<file path="config.mk">
export PLATFORM = sky130hd
export DESIGN_NAME = tcdm_bank_flat
export DESIGN_NICKNAME = d
export VERILOG_FILES = /design/src/common/tcdm_pkg.sv /design/src/common/tcdm_bus_if.sv /design/src/rtl/tcdm_bank.sv /design/src/flat_wrapper.sv
export SDC_FILE = /design/constraint.sdc
export NUM_CORES = 2
export LEC_CHECK = 0
export ABC_AREA = 1
export BUFFER_PORTS_ARGS = -buffer_cell sky130_fd_sc_hd__buf_2
export CELL_PAD_IN_SITES_DETAIL_PLACEMENT = 1
export CELL_PAD_IN_SITES_GLOBAL_PLACEMENT = 2
export CORE_MARGIN = 1.5
export CORE_UTILIZATION = 45
export CTS_CLUSTER_SIZE = 25
export DETAILED_ROUTE_END_ITERATION = 8
export GPL_TIMING_DRIVEN = 1
export PLACE_DENSITY = 0.84
export SYNTH_ARGS = -nofsm -noshare
export SYNTH_HDL_FRONTEND = slang
export SYNTH_SLANG_ARGS = --single-unit
export TNS_END_PERCENT = 100
</file>
<file path="constraint.sdc">
create_clock -name clk_i -period 2.13 [get_ports clk_i]
set_input_delay 0.426 -clock clk_i [delete_from_list [all_inputs] [get_ports clk_i]]
set_output_delay 0.426 -clock clk_i [all_outputs]
set_load 0.005 [all_outputs]
</file>
<file path="src/common/tcdm_pkg.sv">
// TCDM cluster package.
// Shared sizing, address slicing and opcode encoding for the
// four-port, four-bank word-interleaved data memory.

package tcdm_pkg;

  // --------------------------------------------------
  // Cluster sizing
  // --------------------------------------------------

  // Requester ports into the interconnect.
  localparam int unsigned NUM_PORTS = 4;
  // Single-cycle SRAM banks behind the interconnect.
  localparam int unsigned NUM_BANKS = 4;
  // Width of a port index, used by the arbiters.
  localparam int unsigned PORT_IDX_WIDTH = $clog2(NUM_PORTS);

  // Requester byte address.
  localparam int unsigned ADDR_WIDTH = 32;
  // One data word.
  localparam int unsigned DATA_WIDTH = 32;
  // One strobe per data byte.
  localparam int unsigned STRB_WIDTH = DATA_WIDTH / 8;

  // --------------------------------------------------
  // Address slicing
  // --------------------------------------------------

  // Byte offset inside a word, never routed.
  localparam int unsigned BYTE_OFFSET = $clog2(STRB_WIDTH);
  // Bank select sits right above the byte offset.
  localparam int unsigned SEL_WIDTH = $clog2(NUM_BANKS);
  // Words held in one bank.
  localparam int unsigned BANK_WORDS = 64;
  // Bank-local word address, right above the select bits.
  localparam int unsigned MEM_ADDR_WIDTH = $clog2(BANK_WORDS);
  // LSB of the bank-local address inside the byte address.
  localparam int unsigned MEM_ADDR_LSB = BYTE_OFFSET + SEL_WIDTH;

  // Cycles from request handshake to response valid.
  localparam int unsigned RSP_LATENCY = 1;

  // --------------------------------------------------
  // Request opcode
  // --------------------------------------------------

  // Writes also return the old word on the response.
  typedef enum logic {
    OP_READ  = 1'b0,
    OP_WRITE = 1'b1
  } tcdm_op_e;

endpackage

</file>
<file path="src/common/tcdm_bus_if.sv">
// TCDM bus interface.
// One request/response channel: valid/ready request, fixed-latency response.

interface tcdm_bus_if
  import tcdm_pkg::*;
#(
  // Byte address on the port side, word address on the bank side.
  parameter int unsigned ADDR_W = ADDR_WIDTH
) ();

  // Request channel.
  logic                  q_valid;
  logic                  q_ready;
  logic [ADDR_W-1:0]     addr;
  tcdm_op_e              op;
  logic [DATA_WIDTH-1:0] wdata;
  logic [STRB_WIDTH-1:0] strb;

  // Response channel, no handshake.
  logic                  p_valid;
  logic [DATA_WIDTH-1:0] rdata;

  // Side that issues requests.
  modport requester (output q_valid, addr, op, wdata, strb, input q_ready, p_valid, rdata);
  // Side that serves requests.
  modport responder (input q_valid, addr, op, wdata, strb, output q_ready, p_valid, rdata);

endinterface

</file>
<file path="src/rtl/tcdm_bank.sv">
// TCDM SRAM bank.
// Always ready, byte-strobed writes, registered read-before-write response.

module tcdm_bank
  import tcdm_pkg::*;
(
  input  logic clk_i,
  input  logic arst_n_i,
  tcdm_bus_if.responder mem_bus
);

  logic [DATA_WIDTH-1:0] mem_q [BANK_WORDS];
  logic [DATA_WIDTH-1:0] rdata_q;
  logic                  p_valid_q;

  // No conflicts at the bank itself.
  assign mem_bus.q_ready = 1'b1;

  // Response flag follows the transfer by one cycle.
  always_ff @(posedge clk_i or negedge arst_n_i) begin
    if (!arst_n_i) begin
      p_valid_q <= 1'b0;
    end else begin
      p_valid_q <= mem_bus.q_valid;
    end
  end

  // Old word goes out, strobed bytes come in.
  always_ff @(posedge clk_i) begin
    if (mem_bus.q_valid) begin
      rdata_q <= mem_q[mem_bus.addr];
      if (mem_bus.op == OP_WRITE) begin
        for (int unsigned i = 0; i < STRB_WIDTH; i++) begin
          if (mem_bus.strb[i]) mem_q[mem_bus.addr][8*i +: 8] <= mem_bus.wdata[8*i +: 8];
        end
      end
    end
  end

  assign mem_bus.p_valid = p_valid_q;
  assign mem_bus.rdata   = rdata_q;

endmodule

</file>
<file path="src/flat_wrapper.sv">
// flat-port wrapper written by rule: the top's interface ports become plain ports
module tcdm_bank_flat import tcdm_pkg::*;
  (clk_i, arst_n_i, mem_bus_q_valid, mem_bus_addr, mem_bus_op, mem_bus_wdata, mem_bus_strb, mem_bus_q_ready, mem_bus_p_valid, mem_bus_rdata);
  tcdm_bus_if mem_bus_i ();
  input  logic clk_i;
  input  logic arst_n_i;
  input wire logic [$bits(mem_bus_i.q_valid)-1:0] mem_bus_q_valid;
  input wire logic [$bits(mem_bus_i.addr)-1:0] mem_bus_addr;
  input wire logic [$bits(mem_bus_i.op)-1:0] mem_bus_op;
  input wire logic [$bits(mem_bus_i.wdata)-1:0] mem_bus_wdata;
  input wire logic [$bits(mem_bus_i.strb)-1:0] mem_bus_strb;
  output wire logic [$bits(mem_bus_i.q_ready)-1:0] mem_bus_q_ready;
  output wire logic [$bits(mem_bus_i.p_valid)-1:0] mem_bus_p_valid;
  output wire logic [$bits(mem_bus_i.rdata)-1:0] mem_bus_rdata;
  assign mem_bus_i.q_valid = mem_bus_q_valid;
  assign mem_bus_i.addr = mem_bus_addr;
  assign mem_bus_i.op = mem_bus_op;
  assign mem_bus_i.wdata = mem_bus_wdata;
  assign mem_bus_i.strb = mem_bus_strb;
  assign mem_bus_q_ready = mem_bus_i.q_ready;
  assign mem_bus_p_valid = mem_bus_i.p_valid;
  assign mem_bus_rdata = mem_bus_i.rdata;
  tcdm_bank u_core (.clk_i(clk_i), .arst_n_i(arst_n_i), .mem_bus(mem_bus_i));
endmodule
</file>
==> flow_summary.rst <==
.. list-table::
   :header-rows: 1

   * - Metric
     - Value
   * - Number of max-slew violations in the final report
     - 0
   * - Drt wl/cell
     - 23.6 um
   * - CTS Root Cell
     - sky130_fd_sc_hd__clkbuf_16
   * - Clock slew seen by the registers of the worst setup and hold paths
     - 60 ps
   * - Die Area
     - 0.198 mm2
   * - Vias in the first global route
     - 65,841
   * - Synth area leaders
     - sky130_fd_sc_hd__edfxtp_1 71%, sky130_fd_sc_hd__nand2_1 25%, sky130_fd_sc_hd__nor2_1 1.4%
   * - Antenna Violating Nets Remaining
     - 0
   * - Bufs and invs on worst path
     - 1
   * - Total of fill cells in the finished design
     - 21,079
   * - Placed instance area
     - 0.0970 mm2
   * - DIE HEIGHT
     - 446 um
   * - Post-detail-place hpwl
     - 189,000 um
   * - Clk sink count
     - 2,081
   * - Peak supply drop
     - 0.651 mV
   * - Detail Route met3 WL
     - 13,800 um
   * - Detail-routed via count per cell
     - 5.22
   * - Number of antenna violations at the first check in global routing
     - 13
   * - Input/output buffers
     - 78
   * - Number of buffers inserted during clock tree synthesis
     - 218
   * - Post-route total power
     - 88.5 mW
   * - Cell family with the largest share of critical-path delay
     - flip-flops
   * - Clock buffer depth
     - 3
   * - Remaining max-slew budget at the tightest pin
     - 13.7%
   * - Final-report setup violation count
     - 4
   * - Mapped Cells
     - 8,726
   * - Setup slack after layout
     - -57.6 ps
   * - Highest-delay cell along the critical path
     - sky130_fd_sc_hd__edfxtp_1
   * - Mapped Avg Cell Area
     - 10.1 um2
   * - Maximum single-stage delay on the critical path
     - 680 ps
   * - Slew @ Worst Pin
     - 1290 ps
   * - Register area share after synthesis
     - 70.9%
   * - Post-Route M1 WL
     - 121,000 um
   * - Dominant synthesized flop cell
     - sky130_fd_sc_hd__edfxtp_1
   * - Reported max-cap violation count
     - 0
   * - Met2 WL
     - 140,000 um
   * - Yosys warning total
     - 0
   * - Worst Path Max Fanout
     - 1
   * - Overall track demand over capacity in global routing
     - 28.7%
   * - Total number of vias
     - 63,150
   * - Total count of hold-check failures in the final report
     - 0
   * - Number of flops mapped to enable cells by yosys
     - 2,080
   * - Top cells by instance count after synthesis
     - 5,792 x sky130_fd_sc_hd__nand2_1, 2,080 x sky130_fd_sc_hd__edfxtp_1, 328 x sky130_fd_sc_hd__nor2_1
   * - Sort of element at the start of the critical path
     - flop
   * - List of cells traversed by the critical path
     - buf_2
   * - Arrival time at the worst endpoint
     - 1760 ps
   * - Clock insertion delay at the later pin of the skew report
     - 880 ps
   * - Nets
     - 9,337
   * - Deepest level of the CTS H-tree
     - 4
   * - Dominant cell by count in the synthesized netlist
     - sky130_fd_sc_hd__nand2_1
   * - Post-synthesis register bit count
     - 2,081
   * - Highest clock rate
     - 0.457 GHz
   * - Total power divided by cell area
     - 851 mW/mm2
   * - Time the worst path needs with I/O delays and setup
     - 2190 ps
   * - Post-synthesis cell area
     - 0.0881 mm2
   * - Setup repair after global routing missed its margin
     - true
   * - Count of pins on the block boundary
     - 106
   * - Layout Cells excl Fill
     - 12,087
   * - Violated checks
     - setup timing
   * - Maximum number of pins on one net before global-route repair
     - 77
   * - Final global-route overflow total
     - 0
   * - Placement row count
     - 162
   * - Period Utilization, post-route
     - 103%
   * - Synth-to-layout area growth
     - 18.0%
   * - Placed Instances
     - 11,659
   * - Asr flop ratio synth
     - 0.0481%
   * - Sum of routed wire length over all layers
     - 286,000 um
   * - Top metal layer carrying routed signals
     - met5
   * - Status
     - finished with violations
   * - Kind of capture point of the worst setup path
     - primary output
   * - Startpoint-to-endpoint class of the critical path
     - reg -> out
   * - Net count after synthesis
     - 8,798
   * - Cell taking the most area after synthesis
     - sky130_fd_sc_hd__edfxtp_1
   * - Min-delay worst type
     - in -> reg
   * - Final design area excluding fillers
     - 0.104 mm2
   * - Number of DRC violations after detailed routing
     - 0
   * - Crit path required time
     - 1700 ps
   * - Number of distinct library cells after synthesis
     - 21
   * - Clock skew
     - 28.5 ps
   * - Detailed Routing Iterations Pass 1
     - 5
   * - Share of the synthesized area in the top cell type
     - 70.9%
   * - Core area
     - 0.195 mm2
   * - Leakage power of the design
     - 43.9 nW
   * - Initial standard-cell utilization of the core
     - 45.2%
   * - Routability-driven placement congestion ratio
     - 0.859
   * - Starting DRT DRC Count
     - 4,653
   * - Wire length of the first global-routing pass
     - 423,000 um
   * - Fraction of layout cells with a size suffix above 1
     - 11.5%
   * - CTS tree
     - done
   * - Die X-Extent
     - 446 um
-- worst paths after layout --
check	from	to	slack [ps]	cells after the start
setup / recovery	u_core.mem_bus.rdata[18]	mem_bus_rdata[18]	-60	1
hold / removal	mem_bus_wdata[18]	u_core.mem_q[46][18]	50	1
setup reg to reg	u_core.mem_q[60][15]	u_core.mem_bus.rdata[15]	360	10
hold reg to reg	u_core.mem_q[23][30]	u_core.mem_bus.rdata[30]	730	6
max in group asynchronous	arst_n_i	u_core.mem_bus.p_valid	1610	3
min in group asynchronous	arst_n_i	u_core.mem_bus.p_valid	420	3
-- metal layers --
layer	up-vias	track usage [%]
met5	-	0
met4	6	11.1
met3	464	3.52
met2	1597	48.5
met1	31854	37.9
li1	29229	-
-- flip-flops by register name, indices dropped and copies added (netlist names) --
register / flops
u_core.mem_bus.p_valid: 1
u_core.mem_bus.rdata: 32
u_core.mem_q: 2048
-- through the flow --
stage	TNS, ps	setup slack, ps	hold WS [ps]	utilization (%)
6_report	-145	-57.6	52.3	53.4
5_1_grt	-166	-52.7	37.3	53.4
4_1_cts	-779	-123	1.85	53.4
3_5_place_dp	-550730	-790	203	49.8
3_3_place_gp	-487420	-743	200	49.8
2_1_floorplan	0	46.1	130	-
-- cells by family after synthesis --
logic type | synth area share, %
flops | 70.9
compound gates | 0.0824
buf+inv | 2.71
simple gates | 26.3
other cells | 0.00426
-- power by group --
part	switching [mW]	internal [mW]
Sequential	0.144	45.2
Clock	16.1	21.0
Combinational	4.30	1.80
Total	20.5	68.0
-- area by class of cell --
cell class                      instances  area, um2  area share, %
Timing Repair Buffer                  772       7910           7.60
Inverter                               23        126          0.121
Clock inverter                        134       1130           1.09
Multi-Input combinational cell       6169      23300           22.4
Clock buffer                          276       5740           5.51
Antenna cell                            8       20.0         0.0192
Tap cell                             2624       3280           3.16
Sequential cell                      2081      62500           60.1
-- layout by cell type, fill, tap and decap left out, types with 11 or more instances in the layout --
cell type,instances
sky130_fd_sc_hd__buf_4,506
sky130_fd_sc_hd__clkbuf_1,55
sky130_fd_sc_hd__buf_2,71
sky130_fd_sc_hd__edfxtp_1,2080
sky130_fd_sc_hd__nand2_1,5792
sky130_fd_sc_hd__inv_1,20
sky130_fd_sc_hd__clkinv_1,61
sky130_fd_sc_hd__buf_12,178
sky130_fd_sc_hd__bufinv_16,16
sky130_fd_sc_hd__nor2_1,328
sky130_fd_sc_hd__clkinv_2,38
sky130_fd_sc_hd__clkbuf_16,221
sky130_fd_sc_hd__nor2_2,11
-- repair_timing --
action,4_1_cts,5_1_grt
resized for setup,8,0
endpoints found under the setup margin,13,6
cloned,0,0
hold endpoints to repair,58,0
hold buffers,10,0
buffers inserted,0,0
Note: power is estimated with default switching activity, not from simulation.
